File: src/hw/sram_test_pkg.sv
package sram_test_pkg;

   // word address and data geometry of both macros
   localparam int addr_w = 8;
   localparam int data_w = 32;
   // one mask bit per byte lane
   localparam int wmask_w = 4;
   localparam int byte_w = data_w / wmask_w;
   // 256 entries per macro
   localparam int num_words = 1 << addr_w;

   // chip 0 is the 1rw1r macro, chip 1 the 1rw macro
   localparam int num_chips = 2;
   localparam int chip_w = $clog2(num_chips);
   localparam logic [chip_w-1:0] chip_dual = 1'b0;
   localparam logic [chip_w-1:0] chip_single = 1'b1;

   // scan packet, shifted in msb first
   // selects and write enable are active low, as on the macro pins
   typedef struct packed {
      logic [chip_w-1:0]  chip_id;
      logic               csb0;
      logic               csb1;
      logic               web0;
      logic [wmask_w-1:0] wmask0;
      logic [addr_w-1:0]  addr0;
      logic [addr_w-1:0]  addr1;
      logic [data_w-1:0]  din0;
   } op_pkt_t;

   // 56 bits for the default geometry
   localparam int pkt_w = $bits(op_pkt_t);

   // pin-level controls of one macro for one cycle
   typedef struct packed {
      logic               csb0;
      logic               csb1;
      logic               web0;
      logic [wmask_w-1:0] wmask0;
      logic [addr_w-1:0]  addr0;
      logic [addr_w-1:0]  addr1;
      logic [data_w-1:0]  din0;
   } port_ctl_t;

   // read data of both ports, dout0 goes out first on scan
   typedef struct packed {
      logic [data_w-1:0] dout0;
      logic [data_w-1:0] dout1;
   } rd_result_t;

   // 64 bits for the default geometry
   localparam int res_w = $bits(rd_result_t);

endpackage

File: src/hw/result_capture.sv
`timescale 1ns/1ps

module result_capture (
   input  logic                                                  clk,
   input  logic                                                  resetn,
   input  logic                                                  acc_valid_i,
   input  logic [sram_test_pkg::chip_w-1:0]                      chip_i,
   input  sram_test_pkg::rd_result_t [sram_test_pkg::num_chips-1:0] dout_i,
   input  logic                                                  scan_en_i,
   output logic                                                  scan_o,
   output logic                                                  done_o
);

   // capture and shift-out register, dout0 in the upper half
   logic [sram_test_pkg::res_w-1:0] shift_q;

   // result of the chip that was accessed
   sram_test_pkg::rd_result_t sel_res;

   assign sel_res = dout_i[chip_i];

   // capture wins over shifting
   // a capture during a scan-out replaces whatever was left
   // zeros fill in from the bottom as bits leave
   always_ff @(posedge clk) begin
      if (!resetn) begin
         shift_q <= '0;
      end else if (acc_valid_i) begin
         shift_q <= sel_res;
      end else if (scan_en_i) begin
         shift_q <= {shift_q[sram_test_pkg::res_w-2:0], 1'b0};
      end
   end

   // one done pulse per capture
   // back-to-back ops give back-to-back pulses
   always_ff @(posedge clk) begin
      if (!resetn) begin
         done_o <= 1'b0;
      end else begin
         done_o <= acc_valid_i;
      end
   end

   // msb is on the pin before the first shift
   // sample scan_o, then clock, for each of the 64 bits
   assign scan_o = shift_q[sram_test_pkg::res_w-1];

endmodule

File: config.mk
export PLATFORM = sky130hd
export DESIGN_NAME = result_capture
export DESIGN_NICKNAME = d
export VERILOG_FILES = /design/src/hw/sram_test_pkg.sv /design/src/hw/result_capture.sv
export SDC_FILE = /design/constraint.sdc
export NUM_CORES = 1
export LEC_CHECK = 0
export ABC_CLOCK_PERIOD_IN_PS = 800
export BUFFER_PORTS_ARGS = -buffer_cell sky130_fd_sc_hd__buf_2
export CAP_MARGIN = 30
export CELL_PAD_IN_SITES_DETAIL_PLACEMENT = 0
export CELL_PAD_IN_SITES_GLOBAL_PLACEMENT = 1
export CORE_ASPECT_RATIO = 0.9
export CORE_MARGIN = 2
export CORE_UTILIZATION = 33
export DETAILED_ROUTE_END_ITERATION = 8
export PLACE_DENSITY = 0.83
export SYNTH_ARGS = -nofsm -noshare
export SYNTH_HDL_FRONTEND = slang
export SYNTH_SLANG_ARGS = --single-unit
File: constraint.sdc
create_clock -name clk -period 0.8 [get_ports clk]
set_input_delay 0.16 -clock clk [delete_from_list [all_inputs] [get_ports clk]]
set_output_delay 0.16 -clock clk [all_outputs]
set_load 0.01 [all_outputs]
==> impl_metrics.env, run 1 <==
export IMPL_status="finished, violations left"
export IMPL_violations="setup timing"
export IMPL_synth_top_flop_cell="dfxtp_1"
export IMPL_cts_root_buf="clkbuf_8"
export IMPL_wl_um=7020
export IMPL_async_flop_share=0
export IMPL_die_area_mm2=0.0108
export IMPL_required_ns=0.64
export IMPL_portBuffers=134
export IMPL_nets=553
export IMPL_num_vias=2662
export IMPL_ys_warn_count=0
export IMPL_ys_types=13
export IMPL_crit_fanout=2
export IMPL_yosysSeqAreaShare=0.393
export IMPL_grt_max_degree=39
export IMPL_drive_above_1_share=0.396
export IMPL_syn_cell_area_mm2=0.00331
export IMPL_grt_pass1_wl_um=11200
export IMPL_n_antenna_cell=0
export IMPL_cp_buffers_inverters=1
export IMPL_pre_cts_ws_ns=-0.234
export IMPL_clk_pin_slew_ns=0.07
export IMPL_setup_viol=2
export IMPL_hold_class="in2reg"
export IMPL_pwr_density_cell_mw_per_mm2=1720
export IMPL_first_iter_violations=44
export IMPL_finalCriticalPeriod_ns=0.926
export IMPL_postCtsHoldBufs=0
export IMPL_irDropWorstVdd_uv=813
export IMPL_crit_family="flip-flops"
export IMPL_numCtsBuffers=9
export IMPL_min_from="dout_i[54]"
export IMPL_remaining_drc_errors=0
export IMPL_drtAntennaViolNets=0
export IMPL_start_kind="flip-flop"
export IMPL_post_route_period_util=1.16
export IMPL_gp_routability_congestion=0.690
export IMPL_crit_path_end_kind="primary output"
export IMPL_first_pass_iters=4
export IMPL_cts_sinks=65
export IMPL_synth_most_common_cell="mux2i_1"
export IMPL_synthCells=288
export IMPL_worstMarginPinSlew_ns=0.266
export IMPL_wire_per_inst_um=12.8
export IMPL_rsz0062_at_grt="yes"
export IMPL_crit_chain="buf_6"
export IMPL_finalPower_mw=7.26
export IMPL_syn_num_nets=421
export IMPL_synthTopCellsByCount="mux2i_1, dfxtp_1, o22ai_1"
export IMPL_p_leak_nw=2.08
export IMPL_synth_top_cell_area_share=0.393
export IMPL_clockBufferDepth=2
export IMPL_skew_ns=0.00616
export IMPL_grt_remaining_overflow=0
export IMPL_regToRegSetupSlack_ns=0.03
export IMPL_grt_util_all_layers=0.130
export IMPL_synth_area_leaders="dfxtp_1, mux2i_1, o22ai_1"
export IMPL_area_delta_synth_final_pct=27.7
export IMPL_viasPerCell=4.84
export IMPL_io_pins=135
export IMPL_hold_viol_final=0
export IMPL_yosysTopAreaCell="dfxtp_1"
export IMPL_clock_latency_ns=0.33
export IMPL_grt_pass1_vias=2565
export IMPL_maxCapViolCount=0
export IMPL_fp_dieH_um=99.0
export IMPL_cp_slowest_cell="dfxtp_2"
export IMPL_maxSlewHeadroom=0.823
export IMPL_core_mm2=0.00970
export IMPL_drv_slew=0
export IMPL_hpwl_um=5200
export IMPL_antenna_found_initial=0
export IMPL_fp_dieW_um=110
export IMPL_reg2reg_from="shift_q[0]"
export IMPL_crit_type="reg2out"
export IMPL_start_util=0.341
export IMPL_ys_ff_latch=65
export IMPL_cp_startpoint="shift_q[63]"
export IMPL_synth_edf_count=0
export IMPL_postSynthAreaPerCell_um2=11.5
export IMPL_htreeDepth=3
export IMPL_max_stage_delay_ns=0.33
export IMPL_num_rows=34
export IMPL_cts_tree="yes"
export IMPL_fmax_ghz=1.08
export IMPL_worst_slack_ns=-0.126
export IMPL_cp_arrival_ns=0.77
-- cell usage in the layout (no fill, tap or decap) --
| cell | instances |
|---|---|
| nand2_2 | 1 |
| buf_6 | 3 |
| o21ai_1 | 1 |
| mux2i_1 | 127 |
| dfxtp_1 | 62 |
| dfxtp_2 | 3 |
| clkbuf_8 | 10 |
| inv_1 | 1 |
| buf_4 | 7 |
| and2b_2 | 1 |
| o22ai_1 | 63 |
| buf_12 | 8 |
| clkbuf_1 | 1 |
| clkinv_2 | 4 |
| nand2b_2 | 1 |
| a21oi_1 | 1 |
| buf_2 | 130 |
-- kinds of logic (layout without fill, tap and decap cells) --
logic type / Yosys count / in the layout / synth area share
AOI/OAI and AO/OA: 65 / 65 / 0.122
muxes: 127 / 127 / 0.384
DFF: 65 / 65 / 0.393
and+or+nand+nor: 3 / 3 / 0.00568
buffers and inverters: 28 / 164 / 0.0942
-- sequential cells by signal (all words and copies together), names as in the netlist --
name and flops:
shift_q 64, done_o 1
-- metal layers --
| layer | global-route usage | routed length (um) | up-vias |
|---|---|---|---|
| met5 | 0 | 0 | - |
| met4 | 0.0409 | 87 | 0 |
| met3 | 0.0397 | 489 | 10 |
| met2 | 0.226 | 3370 | 86 |
| met1 | 0.150 | 3070 | 1196 |
| li1 | - | - | 1370 |
-- area by class of cell --
| class | instances | area, um2 |
|---|---|---|
| repair buffers | 148 | 897 |
| fillers | 937 | 5480 |
| well taps | 126 | 158 |
| clock buffers | 11 | 141 |
| inverters | 1 | 3.75 |
| flip-flops and latches | 65 | 1310 |
| clock inverters | 4 | 20.0 |
| multi-input cells | 195 | 1700 |
-- report_power, final --
part | leakage, nW | switching, mW | internal (mW)
logic | 1.46 | 0.557 | 0.746
registers | 0.538 | 0.119 | 3.47
clock network | 0.0887 | 1.19 | 1.17
-- repair_timing --
| action | CTS | global route |
|---|---|---|
| pin swaps | 0 | 1 |
| gates resized for setup | 5 | 2 |
| buffers inserted | 0 | 0 |
| setup endpoints to repair | 3 | 4 |
-- path summary, 6_finish.rpt --
check | endpoint | cells past startpoint
max | scan_o | 1
min | shift_q[54] | 3
max reg2reg | shift_q[0] | 3
min reg2reg | shift_q[14] | 2
-- per-stage QoR --
step	hold slack, ns	TNS, ns	cells	cell area, um2	utilization
after global placement	0.426	-10.29	535	4040	0.417
after CTS	0.0645	-0.304	550	4220	0.435
after floorplan	0.249	0	288	3320	-
after global routing	0.0783	-0.366	550	4220	0.436
after detailed placement	0.430	-11.91	535	4040	0.417
final	0.0855	-0.248	550	4220	0.436
No activity file was read; power rests on OpenSTA's default activity.
==> inputs of run 2 (changes only) <==
==> constraint.sdc (replaced) <==
create_clock -name clk -period 0.8 [get_ports clk]
set_input_delay 0.2 -clock clk [delete_from_list [all_inputs] [get_ports clk]]
set_output_delay 0.2 -clock clk [all_outputs]
set_load 0.01 [all_outputs]
==> run 2 against run 1 <==
  * Highest routed layer unchanged
  * Clock skew barely moved
  * Count of clock-buffer cells in the layout fell by 2
  * Via count rose by 0.23%
  * The run still ends with setup timing left
==> impl_metrics.env, run 2 (same netlist as run 1, synthesis figures left out) <==
export IMPL_status="finished, violations left"
export IMPL_violations="setup timing"
export IMPL_worstMarginPinSlew_ns=0.197
export IMPL_maxSlewHeadroom=0.865
export IMPL_wl_um=7170
export IMPL_wire_per_inst_um=12.8
export IMPL_crit_path_end_kind="primary output"
export IMPL_crit_family="flip-flops"
export IMPL_clockBufferDepth=2
export IMPL_first_pass_iters=4
export IMPL_irDropWorstVdd_uv=1070
export IMPL_clock_latency_ns=0.34
export IMPL_cp_arrival_ns=0.78
export IMPL_n_antenna_cell=0
export IMPL_cp_buffers_inverters=1
export IMPL_cp_slowest_cell="dfxtp_2"
export IMPL_hold_slack_ns=0.128
export IMPL_min_from="dout_i[5]"
export IMPL_start_kind="flip-flop"
export IMPL_crit_fanout=2
export IMPL_cts_tree="yes"
export IMPL_grt_pass1_wl_um=11400
export IMPL_skew_ns=0.00574
export IMPL_io_pins=135
export IMPL_first_iter_violations=94
export IMPL_max_stage_delay_ns=0.33
export IMPL_cts_sinks=65
export IMPL_die_area_mm2=0.0108
export IMPL_grt_max_degree=35
export IMPL_area_delta_synth_final_pct=30.6
export IMPL_hold_class="in2reg"
export IMPL_fp_dieW_um=110
export IMPL_crit_type="reg2out"
export IMPL_finalPower_mw=7.94
export IMPL_htreeDepth=3
export IMPL_maxCapViolCount=0
export IMPL_worst_slack_ns=-0.179
export IMPL_hpwl_um=5350
export IMPL_gp_routability_congestion=0.702
export IMPL_largest_reg_flops=64
export IMPL_pwr_density_cell_mw_per_mm2=1840
export IMPL_ff_latch_area_mm2=0.00131
export IMPL_reg2reg_from="shift_q[0]"
export IMPL_cts_root_buf="clkbuf_8"
export IMPL_fp_dieH_um=99.0
export IMPL_pre_cts_ws_ns=-0.330
export IMPL_reg_largest_list="shift_q (64), done_o (1)"
export IMPL_post_route_period_util=1.22
export IMPL_remaining_drc_errors=0
export IMPL_setup_viol=2
export IMPL_viasPerCell=4.78
export IMPL_multi_input_area_mm2=0.00170
export IMPL_start_util=0.341
export IMPL_fillers=941
export IMPL_required_ns=0.60
export IMPL_rsz0062_at_grt="yes"
export IMPL_p_leak_nw=2.13
export IMPL_drv_slew=0
export IMPL_grt_remaining_overflow=0
export IMPL_final_common_cell="buf_2"
export IMPL_finalCriticalPeriod_ns=0.979
export IMPL_grt_util_all_layers=0.133
export IMPL_drtAntennaViolNets=0
export IMPL_fmax_ghz=1.02
export IMPL_grt_pass1_vias=2619
export IMPL_hold_viol_final=0
export IMPL_cp_startpoint="shift_q[63]"
export IMPL_numCtsBuffers=9
export IMPL_num_vias=2668
export IMPL_crit_chain="buf_6"
export IMPL_drive_above_1_share=0.410
export IMPL_most_common_layout_cells="buf_2, mux2i_1, o22ai_1, dfxtp_1, buf_4"
export IMPL_largest_register="shift_q"
export IMPL_num_rows=34
export IMPL_antenna_found_initial=0
export IMPL_core_mm2=0.00970
export IMPL_portBuffers=134
export IMPL_nets=560
export IMPL_clk_pin_slew_ns=0.07
[run 2: cell count changes in the layout (fill, tap and decap cells not counted)]
cell        previous run  this run
clkinv_2               4         2
buf_4                  7        16
clkinv_4               0         2
clkbuf_1               1         0
clkbuf_8              10         9
buf_6                  3         2
buf_12                 8         7
clkinvlp_4             0         1
bufinv_16              0         2
[run 2: metal layers]
metal  part of all wire  GRT usage
met4             0.0070     0.0321
met2               0.48      0.229
met3              0.073     0.0483
met1               0.44      0.154
met5                  0          0
[run 2: worst paths after layout]
check / slack [ns] / cells after the start / end
worst max-delay path: -0.18 / 1 / scan_o
worst max register to register: 0.04 / 3 / shift_q[0]
worst min register to register: 0.54 / 2 / shift_q[59]
worst min-delay path: 0.13 / 3 / shift_q[5]
[run 2: layout make-up]
class | instances | share of cell area
Sequential cell | 65 | 0.302
Timing Repair Buffer | 155 | 0.216
Tap cell | 126 | 0.0365
Inverter | 1 | 0.000869
Clock buffer | 9 | 0.0287
Multi-Input combinational cell | 195 | 0.394
Clock inverter | 7 | 0.0220
[run 2: stage by stage]
stage	util	instances	TNS (ns)	cell area [um2]
2_1_floorplan	-	288	-2.69	3320
3_3_place_gp	0.421	542	-14.06	4080
3_5_place_dp	0.421	542	-16.37	4080
4_1_cts	0.445	558	-0.407	4320
5_1_grt	0.445	558	-0.454	4320
6_report	0.445	558	-0.354	4320
[run 2: what timing repair did]
item	4_1_cts	5_1_grt
hold buffers	0	0
setup endpoints to repair	2	3
setup buffers	0	0
gates resized for setup	4	1
[run 2: where the power goes]
| group | internal, mW | switching [mW] |
|---|---|---|
| sequential | 3.47 | 0.116 |
| combinational | 0.756 | 0.569 |
| clock | 1.75 | 1.28 |
