==> src/hw/sram_test_pkg.sv <==
package sram_test_pkg;

   // word address and data geometry of both macros
   localparam int addr_w = 8;
   localparam int data_w = 32;
   // one mask bit per byte lane
   localparam int wmask_w = 4;
   localparam int byte_w = data_w / wmask_w;
   // 256 entries per macro
   localparam int num_words = 1 << addr_w;

   // chip 0 is the 1rw1r macro, chip 1 the 1rw macro
   localparam int num_chips = 2;
   localparam int chip_w = $clog2(num_chips);
   localparam logic [chip_w-1:0] chip_dual = 1'b0;
   localparam logic [chip_w-1:0] chip_single = 1'b1;

   // scan packet, shifted in msb first
   // selects and write enable are active low, as on the macro pins
   typedef struct packed {
      logic [chip_w-1:0]  chip_id;
      logic               csb0;
      logic               csb1;
      logic               web0;
      logic [wmask_w-1:0] wmask0;
      logic [addr_w-1:0]  addr0;
      logic [addr_w-1:0]  addr1;
      logic [data_w-1:0]  din0;
   } op_pkt_t;

   // 56 bits for the default geometry
   localparam int pkt_w = $bits(op_pkt_t);

   // pin-level controls of one macro for one cycle
   typedef struct packed {
      logic               csb0;
      logic               csb1;
      logic               web0;
      logic [wmask_w-1:0] wmask0;
      logic [addr_w-1:0]  addr0;
      logic [addr_w-1:0]  addr1;
      logic [data_w-1:0]  din0;
   } port_ctl_t;

   // read data of both ports, dout0 goes out first on scan
   typedef struct packed {
      logic [data_w-1:0] dout0;
      logic [data_w-1:0] dout1;
   } rd_result_t;

   // 64 bits for the default geometry
   localparam int res_w = $bits(rd_result_t);

endpackage

==> src/hw/sram_exec.sv <==
`timescale 1ns/1ps

module sram_exec (
   input  logic                                                 clk,
   input  logic                                                 resetn,
   input  logic                                                 op_valid_i,
   input  sram_test_pkg::op_pkt_t                               op_i,
   output sram_test_pkg::port_ctl_t [sram_test_pkg::num_chips-1:0] ctl_o,
   output logic                                                 acc_valid_o,
   output logic [sram_test_pkg::chip_w-1:0]                     chip_o
);

   // which macro this op addresses, none when idle
   logic [sram_test_pkg::num_chips-1:0] hit;

   // per-chip selects, active low
   logic [sram_test_pkg::num_chips-1:0] csb0_q;
   logic [sram_test_pkg::num_chips-1:0] csb1_q;

   // shared address, data and write controls
   logic                              web0_q;
   logic [sram_test_pkg::wmask_w-1:0] wmask0_q;
   logic [sram_test_pkg::addr_w-1:0]  addr0_q;
   logic [sram_test_pkg::addr_w-1:0]  addr1_q;
   logic [sram_test_pkg::data_w-1:0]  din0_q;

   // access stage, in step with the controls at the macro pins
   logic                            acc_q;
   logic [sram_test_pkg::chip_w-1:0] chip_q;

   always_comb begin
      for (int c = 0; c < sram_test_pkg::num_chips; c++) begin
         hit[c] = op_valid_i && (int'(op_i.chip_id) == c);
      end
   end

   // only the addressed chip sees the packet selects
   // every other chip, and every chip when idle, stays deselected
   always_ff @(posedge clk) begin
      if (!resetn) begin
         csb0_q <= '1;
         csb1_q <= '1;
      end else begin
         for (int c = 0; c < sram_test_pkg::num_chips; c++) begin
            csb0_q[c] <= !hit[c] || op_i.csb0;
            csb1_q[c] <= !hit[c] || op_i.csb1;
         end
      end
   end

   // bus fields only move on a new op
   always_ff @(posedge clk) begin
      if (op_valid_i) begin
         web0_q   <= op_i.web0;
         wmask0_q <= op_i.wmask0;
         addr0_q  <= op_i.addr0;
         addr1_q  <= op_i.addr1;
         din0_q   <= op_i.din0;
      end
   end

   // chip id and valid travel two stages
   // the second stage lines up with dout after the macro edge
   always_ff @(posedge clk) begin
      if (!resetn) begin
         acc_q       <= 1'b0;
         chip_q      <= '0;
         acc_valid_o <= 1'b0;
         chip_o      <= '0;
      end else begin
         acc_q       <= op_valid_i;
         chip_q      <= op_i.chip_id;
         acc_valid_o <= acc_q;
         chip_o      <= chip_q;
      end
   end

   // one control bundle per macro, shared bus with private selects
   for (genvar c = 0; c < sram_test_pkg::num_chips; c++) begin : g_ctl
      assign ctl_o[c] = '{
         csb0:   csb0_q[c],
         csb1:   csb1_q[c],
         web0:   web0_q,
         wmask0: wmask0_q,
         addr0:  addr0_q,
         addr1:  addr1_q,
         din0:   din0_q
      };
   end

endmodule

==> config.mk <==
export PLATFORM = sky130hd
export DESIGN_NAME = sram_exec
export DESIGN_NICKNAME = d
export VERILOG_FILES = /design/src/hw/sram_test_pkg.sv /design/src/hw/sram_exec.sv
export SDC_FILE = /design/constraint.sdc
export NUM_CORES = 1
export LEC_CHECK = 0
export BUFFER_PORTS_ARGS = -buffer_cell sky130_fd_sc_hd__buf_2
export CAP_MARGIN = 20
export CELL_PAD_IN_SITES_DETAIL_PLACEMENT = 1
export CELL_PAD_IN_SITES_GLOBAL_PLACEMENT = 1
export CORE_UTILIZATION = 30
export DETAILED_ROUTE_END_ITERATION = 6
export PLACE_DENSITY_LB_ADDON = 0.25
export SLEW_MARGIN = 10
export SYNTH_ARGS = -nofsm -noshare
export SYNTH_HDL_FRONTEND = slang
export SYNTH_SLANG_ARGS = --single-unit
==> constraint.sdc <==
create_clock -name clk -period 1.4 [get_ports clk]
set_input_delay 0.14 -clock clk [delete_from_list [all_inputs] [get_ports clk]]
set_output_delay 0.14 -clock clk [all_outputs]
set_load 0.005 [all_outputs]
==> impl_metrics.py, run 1 <==
metrics = {
    "global_routing": {
        "grt_pass1_vias": 1554,
        "gr-total-overflow": 0,
        "grt_pass1_wl_mm": 7.57,
        "grt_start_max_net_pins": 59,
        "grt_antenna_before_repair": 0,
        "track_usage": 0.136,
    },
    "layout": {
        "n_fill_cell": 776,
        "layout-drive-gt1-share": 0.595,
        "nets": 365,
        "antenna_cells": 0,
        "areaGrowthSynthToFinish_pct": 58.5,
        "post-route-util": 0.488,
    },
    "critical_path": {
        "path_cells": "buf_2",
        "cp_top_family": "flip-flops",
        "critPathBufInv": 1,
        "critPathCaptureType": "output pin",
        "cpMaxStageDelayCell": "edfxtp_1",
        "crit_path_start_kind": "flip-flop",
        "worstPathMaxFanout": 2,
        "arrival_ns": 0.88,
        "cp.required_ns": 1.26,
        "cpPeakStageDelay_ns": 0.40,
        "criticalPathCategory": "flip-flop to output pin",
    },
    "clocking": {
        "cts_tree": "built",
        "root_buffer": "clkbuf_8",
        "path_clk_slew_ns": 0.06,
        "clockBufferDepth": 2,
        "cts_buffers": 9,
        "cts_sinks": 61,
        "cts_setup_buffers": 0,
        "h-tree-depth": 3,
        "insertion_delay_ns": 0.33,
    },
    "logic_synthesis": {
        "netlist_instances": 123,
        "synth_area_per_cell_um2": 18.1,
        "synth_nets": 182,
        "synth_area_um2": 2220,
        "ys_warn_count": 0,
        "ys_ff_latch": 61,
        "yosysSeqAreaShare": 0.788,
        "synth_cell_type_count": 6,
    },
    "sta": {
        "setup_tns_ns": 0,
        "max_freq_mhz": 977,
        "slew_headroom": 0.788,
        "rsz0062_at_grt": "no",
        "drv_slew": 0,
        "report.final.hold_viol_count": 0,
        "hold_slack_ns": 0.0526,
        "clock_skew_ns": 0.00496,
        "finalSetupViolCount": 0,
        "tightest_slew_ns": 0.319,
        "period_share": 0.731,
        "period_needed_ns": 1.02,
    },
    "die": {
        "die_area_um2": 7760,
        "core_area_um2": 7210,
        "start_util": 0.308,
        "rows": 31,
        "pin_count": 171,
        "dieWidth_um": 88.1,
        "die_h_um": 88.1,
    },
    "drt": {
        "first_pass_iters": 4,
        "via_per_inst": 3.91,
        "antenna_left": 0,
        "wl_per_cell_um": 13.1,
        "vias": 1604,
        "drt-initial-drc-count": 58,
        "drc": 0,
        "totalWireLength_mm": 5.38,
    },
    "hold_path": {
        "holdCritPathClass": "input port to flip-flop",
    },
    "power_and_ir_drop": {
        "ir_drop_mv": 0.636,
        "p_leak_nw": 1.59,
        "powerDensity_nw_per_um2": 1130,
        "power.total_mw": 3.99,
    },
    "placed_design": {
        "portBuffers": 170,
        "gp_congestion": 0.642,
        "hpwl_mm": 3.59,
    },
    "outcome": {
        "outcome": "finished, final reports clean",
    },
    "run": {
        "cap_viol_max_count": 0,
    },
}
==> cell families after synthesis <==
family,Yosys count,share of synthesized area
flip-flops,61,0.788
AND/OR/NAND/NOR,8,0.0293
buffers and inverters,54,0.182
==> synthesized netlist by cell type (all sizes together) <==
master   count  area, µm²
buf         54        405
dfxtp        8        160
and2         4       25.0
nand4b       2       17.5
nand4bb      2       22.5
edfxtp      53       1590
==> per-layer routing <==
metal  GRT usage  routed length [µm]  vias to the layer above
met5           0                   0                        -
met4      0.0792                 116                        0
met3      0.0452                 507                       11
met2       0.240                2790                      105
met1       0.140                1970                      740
li1            -                   -                      748
==> layout by cell type, fill, tap and decap left out <==
cell type      netlist  layout
buf_2                0     170
clkbuf_1             0       2
buf_12               0       1
dlygate4sd3_1        0      55
nand4bb_1            2       2
clkbuf_8             0       9
edfxtp_1            53      53
nand4b_1             2       2
and2_1               4       4
clkinv_2             0       4
clkinv_4             0       1
dfxtp_1              8       8
==> per-stage QoR <==
step / cell area [µm²] / instances / worst slack (ns)
after floorplan: 2220 / 123 / 0.734
after global placement: 2810 / 339 / 0.522
after detailed placement: 2810 / 339 / 0.516
after CTS: 3520 / 410 / 0.355
after global routing: 3520 / 410 / 0.326
final: 3520 / 410 / 0.376
==> cell type report <==
class	count	area (µm²)	share of cell area
timing repair buffer	226	1420	0.404
sequential	61	1750	0.497
clock buffer	11	131	0.0373
tap	99	124	0.0352
multi-input combinational	8	65.1	0.0185
clock inverter	5	28.8	0.00817
==> final timing paths <==
path	slack (ns)	end	from	cells past startpoint
worst max-delay path	0.38	ctl_o[96]	addr0_q[1]$_DFFE_PP_	1
worst min-delay path	0.05	csb0_q[1]$_SDFF_PN1_	op_i[55]	2
worst max register to register	0.87	acc_valid_o$_SDFF_PN0_	acc_q$_SDFF_PN0_	1
worst min register to register	0.44	acc_valid_o$_SDFF_PN0_	acc_q$_SDFF_PN0_	1
==> what timing repair did <==
action | 4_1_cts | 5_1_grt
gates resized for setup | 0 | 0
hold endpoints to repair | 55 | 0
hold buffers | 55 | 0
setup endpoints to repair | 0 | 0
==> power by group <==
group | total, mW | switching [mW] | internal [mW]
clock | 1.28 | 0.651 | 0.633
combinational | 0.525 | 0.204 | 0.321
sequential | 2.18 | 0.0589 | 2.13
total | 3.99 | 0.914 | 3.08
==> state kept, by name, summed over array words and instances (netlist names), 2 cells and up <==
name	count
din0_q	32
addr0_q	8
addr1_q	8
wmask0_q	4
csb0_q	2
csb1_q	2
Note: power is estimated with default switching activity, not from simulation.
==> run 2, diff against run 1 <==
--- a/config.mk
+++ b/config.mk
@@ -9,7 +9,7 @@
 export CAP_MARGIN = 20
 export CELL_PAD_IN_SITES_DETAIL_PLACEMENT = 1
 export CELL_PAD_IN_SITES_GLOBAL_PLACEMENT = 1
-export CORE_UTILIZATION = 30
+export CORE_UTILIZATION = 26
 export DETAILED_ROUTE_END_ITERATION = 6
 export PLACE_DENSITY_LB_ADDON = 0.25
 export SLEW_MARGIN = 10
==> constraint.sdc (replaced) <==
create_clock -name clk -period 0.9 [get_ports clk]
set_input_delay 0.09 -clock clk [delete_from_list [all_inputs] [get_ports clk]]
set_output_delay 0.09 -clock clk [all_outputs]
set_load 0.005 [all_outputs]
==> impl_metrics.py, run 2 (same netlist as run 1, synthesis figures left out) <==
metrics = {
    "clocking": {
        "cts_setup_buffers": 0,
        "clockBufferDepth": 2,
        "cts_buffers": 9,
        "root_buffer": "clkbuf_8",
        "path_clk_slew_ns": 0.07,
        "h-tree-depth": 3,
        "insertion_delay_ns": 0.32,
        "cts_sinks": 61,
        "cts_tree": "built",
    },
    "layout": {
        "largest_register": "din0_q",
        "layout-drive-gt1-share": 0.599,
        "final_area_um2": 3580,
        "layout_common_cells": "buf_2, dlygate4sd3_1, edfxtp_1",
        "largest_reg_flops": 32,
        "antenna_cells": 0,
        "final_cells": 419,
        "largestRegisters": "din0_q (32), addr0_q (8), addr1_q (8)",
        "areaGrowthSynthToFinish_pct": 61.1,
        "post-route-util": 0.433,
        "nets": 368,
        "layout_commonest_cell": "buf_2",
    },
    "critical_path": {
        "reg2reg_depth": 1,
        "cp.required_ns": 0.81,
        "r2r_start": "chip_q$_SDFF_PN0_",
        "criticalPathCategory": "flip-flop to output pin",
        "arrival_ns": 0.88,
        "cpMaxStageDelayCell": "edfxtp_1",
        "worstPathMaxFanout": 2,
        "critPathCaptureType": "output pin",
        "reg2reg_slack_ns": 0.36,
        "critPathBufInv": 1,
        "crit_path_end": "ctl_o[74]",
        "cp.depth": 1,
        "path_cells": "buf_2",
        "crit_path_start_kind": "flip-flop",
        "r2r_end": "chip_o$_SDFF_PN0_",
        "cp_top_family": "flip-flops",
        "cpPeakStageDelay_ns": 0.41,
        "cp-startpoint": "din0_q[19]$_DFFE_PP_",
    },
    "outcome": {
        "outcome": "finished with violations",
        "violations": "setup timing",
    },
    "placed_design": {
        "post-place-ws_ns": 0.110,
        "gp_congestion": 0.643,
        "placed_area_um2": 2830,
        "numPlacedInstances": 347,
        "portBuffers": 170,
        "hpwl_mm": 3.69,
    },
    "drt": {
        "via_per_inst": 3.81,
        "totalWireLength_mm": 5.51,
        "antenna_left": 0,
        "drt-initial-drc-count": 10,
        "drc": 0,
        "first_pass_iters": 3,
        "wl_per_cell_um": 13.1,
        "vias": 1597,
    },
    "power_and_ir_drop": {
        "p_leak_nw": 1.61,
        "powerDensity_nw_per_um2": 1810,
        "power.total_mw": 6.49,
        "ir_drop_mv": 0.566,
    },
    "global_routing": {
        "grt_start_max_net_pins": 40,
        "grt_antenna_before_repair": 0,
        "gr-total-overflow": 0,
        "track_usage": 0.122,
        "grt_pass1_wl_mm": 7.80,
        "grt_pass1_vias": 1606,
    },
    "sta": {
        "report.final.hold_viol_count": 0,
        "setup_ws_ns": -0.0728,
        "tightest_slew_ns": 0.215,
        "finalSetupViolCount": 106,
        "period_share": 1.08,
        "period_needed_ns": 0.973,
        "rsz0062_at_grt": "yes",
        "slew_headroom": 0.857,
        "drv_slew": 0,
        "max_freq_mhz": 1030,
        "hold_slack_ns": 0.0207,
        "clock_skew_ns": 0.0000830,
        "setup_tns_ns": -4.60,
    },
    "die": {
        "dieWidth_um": 94.5,
        "die_h_um": 94.5,
        "pin_count": 171,
        "die_area_um2": 8920,
        "rows": 33,
        "start_util": 0.269,
        "core_area_um2": 8260,
    },
    "run": {
        "cap_viol_max_count": 0,
    },
    "hold_path": {
        "holdCritPathClass": "input port to flip-flop",
    },
}
-- run 2: cell types whose count changed in the layout (fill, tap and decap cells not counted), sizes merged --
cell,change
buf,+2
clkinv,-2
bufinv,+1
clkinvlp,+1
dlygate4sd3,+1
-- run 2: metal layers --
metal  up-vias  GRT usage  routed length, µm
met3         6     0.0451                389
met1       745      0.121               2050
met4         0     0.0606                 69
met2        95      0.223               2990
li1        751          -                  -
met5         -          0                  0
-- run 2: worst min path at each step --
stage,startpoint,endpoint,slack (ns),cells past startpoint
finish,resetn,csb1_q[1]$_SDFF_PN1_,0.02,2
global route,resetn,csb1_q[1]$_SDFF_PN1_,0.002,2
CTS,resetn,csb1_q[1]$_SDFF_PN1_,0.003,2
detailed placement,op_i[7],din0_q[7]$_DFFE_PP_,0.27,1
global placement,op_i[5],din0_q[5]$_DFFE_PP_,0.27,1
floorplan,resetn,csb0_q[1]$_SDFF_PN1_,0.18,1
-- run 2: power by group --
part	leakage, nW	internal (mW)	switching, mW
clock network	0.0907	1.26	1.01
logic	0.935	0.508	0.317
registers	0.584	3.31	0.0917
total	1.61	5.08	1.41
-- run 2: what timing repair did --
| action | in CTS | in global routing |
|---|---|---|
| hold buffers | 56 | 0 |
| endpoints found under the hold margin | 57 | 0 |
| gates resized for setup | 0 | 2 |
| cloned | 0 | 0 |
| endpoints found under the setup margin | 106 | 108 |
-- run 2: final cells by class --
| cell class | count | area, µm² |
|---|---|---|
| Multi-Input combinational cell | 8 | 65.1 |
| Tap cell | 105 | 131 |
| Clock inverter | 5 | 51.3 |
| Sequential cell | 61 | 1750 |
| Clock buffer | 11 | 131 |
| Timing Repair Buffer | 229 | 1450 |
| Fill cell | 924 | 4680 |
==> run 3, diff against run 2 <==
--- a/config.mk
+++ b/config.mk
@@ -9,9 +9,10 @@
 export CAP_MARGIN = 20
 export CELL_PAD_IN_SITES_DETAIL_PLACEMENT = 1
 export CELL_PAD_IN_SITES_GLOBAL_PLACEMENT = 1
-export CORE_UTILIZATION = 26
+export CORE_UTILIZATION = 30
 export DETAILED_ROUTE_END_ITERATION = 6
 export PLACE_DENSITY_LB_ADDON = 0.25
+export RECOVER_POWER = 100
 export SLEW_MARGIN = 10
 export SYNTH_ARGS = -nofsm -noshare
 export SYNTH_HDL_FRONTEND = slang
==> constraint.sdc (replaced) <==
create_clock -name clk -period 1.18 [get_ports clk]
set_input_delay 0.118 -clock clk [delete_from_list [all_inputs] [get_ports clk]]
set_output_delay 0.118 -clock clk [all_outputs]
set_load 0.005 [all_outputs]
==> impl_metrics.py, run 3 (same netlist as run 1, synthesis figures left out) <==
metrics = {
    "global_routing": {
        "gr-total-overflow": 0,
        "grt_pass1_wl_mm": 7.65,
        "grt_start_max_net_pins": 59,
        "track_usage": 0.138,
        "grt_antenna_before_repair": 0,
        "grt_pass1_vias": 1568,
    },
    "critical_path": {
        "critPathCaptureType": "output pin",
        "cpMaxStageDelayCell": "edfxtp_1",
        "cp_top_family": "flip-flops",
        "cp.required_ns": 1.06,
        "critPathBufInv": 1,
        "criticalPathCategory": "flip-flop to output pin",
        "crit_path_start_kind": "flip-flop",
        "worstPathMaxFanout": 2,
        "arrival_ns": 0.87,
        "path_cells": "clkbuf_1",
        "reg2reg_slack_ns": 0.65,
        "cpPeakStageDelay_ns": 0.41,
    },
    "sta": {
        "period_needed_ns": 0.990,
        "period_share": 0.839,
        "slew_headroom": 0.490,
        "rsz0062_at_grt": "no",
        "max_freq_mhz": 1010,
        "report.final.hold_viol_count": 0,
        "drv_slew": 0,
        "finalSetupViolCount": 0,
        "clock_skew_ns": 0.00188,
        "tightest_slew_ns": 0.766,
        "setup_tns_ns": 0,
    },
    "power_and_ir_drop": {
        "p_leak_nw": 1.38,
        "ir_drop_mv": 0.698,
        "powerDensity_nw_per_um2": 1370,
    },
    "die": {
        "dieWidth_um": 88.1,
        "rows": 31,
        "die_area_um2": 7760,
        "pin_count": 171,
        "start_util": 0.308,
        "die_h_um": 88.1,
        "core_area_um2": 7210,
    },
    "layout": {
        "largest_reg_flops": 32,
        "antenna_cells": 0,
        "layout_commonest_cell": "buf_2",
        "layout_common_cells": "buf_2, clkbuf_1, dlygate4sd3_1",
        "nets": 365,
        "final_cells": 410,
        "largest_register": "din0_q",
        "largestRegisters": "din0_q (32), addr0_q (8), addr1_q (8)",
        "areaGrowthSynthToFinish_pct": 53.7,
        "layout-drive-gt1-share": 0.350,
    },
    "placed_design": {
        "hpwl_mm": 3.55,
        "portBuffers": 170,
        "gp_congestion": 0.642,
        "numPlacedInstances": 339,
    },
    "clocking": {
        "cts_sinks": 61,
        "cts_tree": "built",
        "path_clk_slew_ns": 0.06,
        "h-tree-depth": 3,
        "cts_setup_buffers": 0,
        "root_buffer": "clkbuf_8",
        "insertion_delay_ns": 0.32,
        "cts_buffers": 9,
        "clockBufferDepth": 2,
    },
    "run": {
        "cap_viol_max_count": 0,
    },
    "drt": {
        "totalWireLength_mm": 5.46,
        "wl_per_cell_um": 13.3,
        "antenna_left": 0,
        "first_pass_iters": 4,
        "vias": 1613,
        "via_per_inst": 3.93,
        "drc": 0,
        "drt-initial-drc-count": 34,
    },
    "hold_path": {
        "holdCritPathClass": "input port to flip-flop",
    },
    "outcome": {
        "outcome": "finished, final reports clean",
    },
}
[run 3: cell types whose count changed in the layout (fill, tap and decap cells not counted), moves of 2 or more]
cell / before / now
dfxtp_2: 2 / 0
buf_2: 170 / 94
buf_4: 2 / 0
dfxtp_1: 6 / 8
clkinv_2: 2 / 4
clkbuf_1: 2 / 78
[run 3: repair_timing]
item	4_1_cts	5_1_grt
endpoints found under the hold margin	57	0
hold buffers	55	0
resized for setup	0	0
[run 3: area by class of cell]
class	count	area [µm²]
Clock inverter	5	28.8
Clock buffer	11	131
Tap cell	99	124
Fill cell	815	3800
Sequential cell	61	1750
Multi-Input combinational cell	8	65.1
Timing Repair Buffer	226	1310
[run 3: power by group]
group	leakage [nW]	switching, mW	internal [mW]
Combinational	0.709	0.241	0.327
Clock	0.0868	0.760	0.751
Sequential	0.585	0.0745	2.52
Total	1.38	1.08	3.60
[run 3: metrics by stage]
step                setup slack [ns]  hold WS [ns]   util  area (µm²)  power (mW)
finish                         0.190        0.0282  0.473        3410        4.68
CTS                            0.158       0.00895  0.488        3520        4.81
floorplan                      0.536         0.205      -        2220        2.88
global placement               0.324         0.294  0.390        2810        3.10
global route                   0.132        0.0120  0.473        3410        4.94
detailed placement             0.317         0.296  0.390        2810        3.12
[run 3: per-layer routing]
metal / GRT usage / wire [µm] / vias up
met5: 0 / 0 / -
li1: - / - / 747
met1: 0.135 / 1930 / 754
met4: 0.0836 / 74 / 0
met3: 0.0547 / 559 / 8
met2: 0.245 / 2890 / 104
[run 3: path summary, 6_finish.rpt]
path / endpoint / startpoint / depth (start not counted)
setup / recovery: ctl_o[26] / din0_q[26]$_DFFE_PP_ / 1
hold / removal: csb0_q[1]$_SDFF_PN1_ / op_i[55] / 2
setup reg to reg: chip_o$_SDFF_PN0_ / chip_q$_SDFF_PN0_ / 1
hold reg to reg: acc_valid_o$_SDFF_PN0_ / acc_q$_SDFF_PN0_ / 1
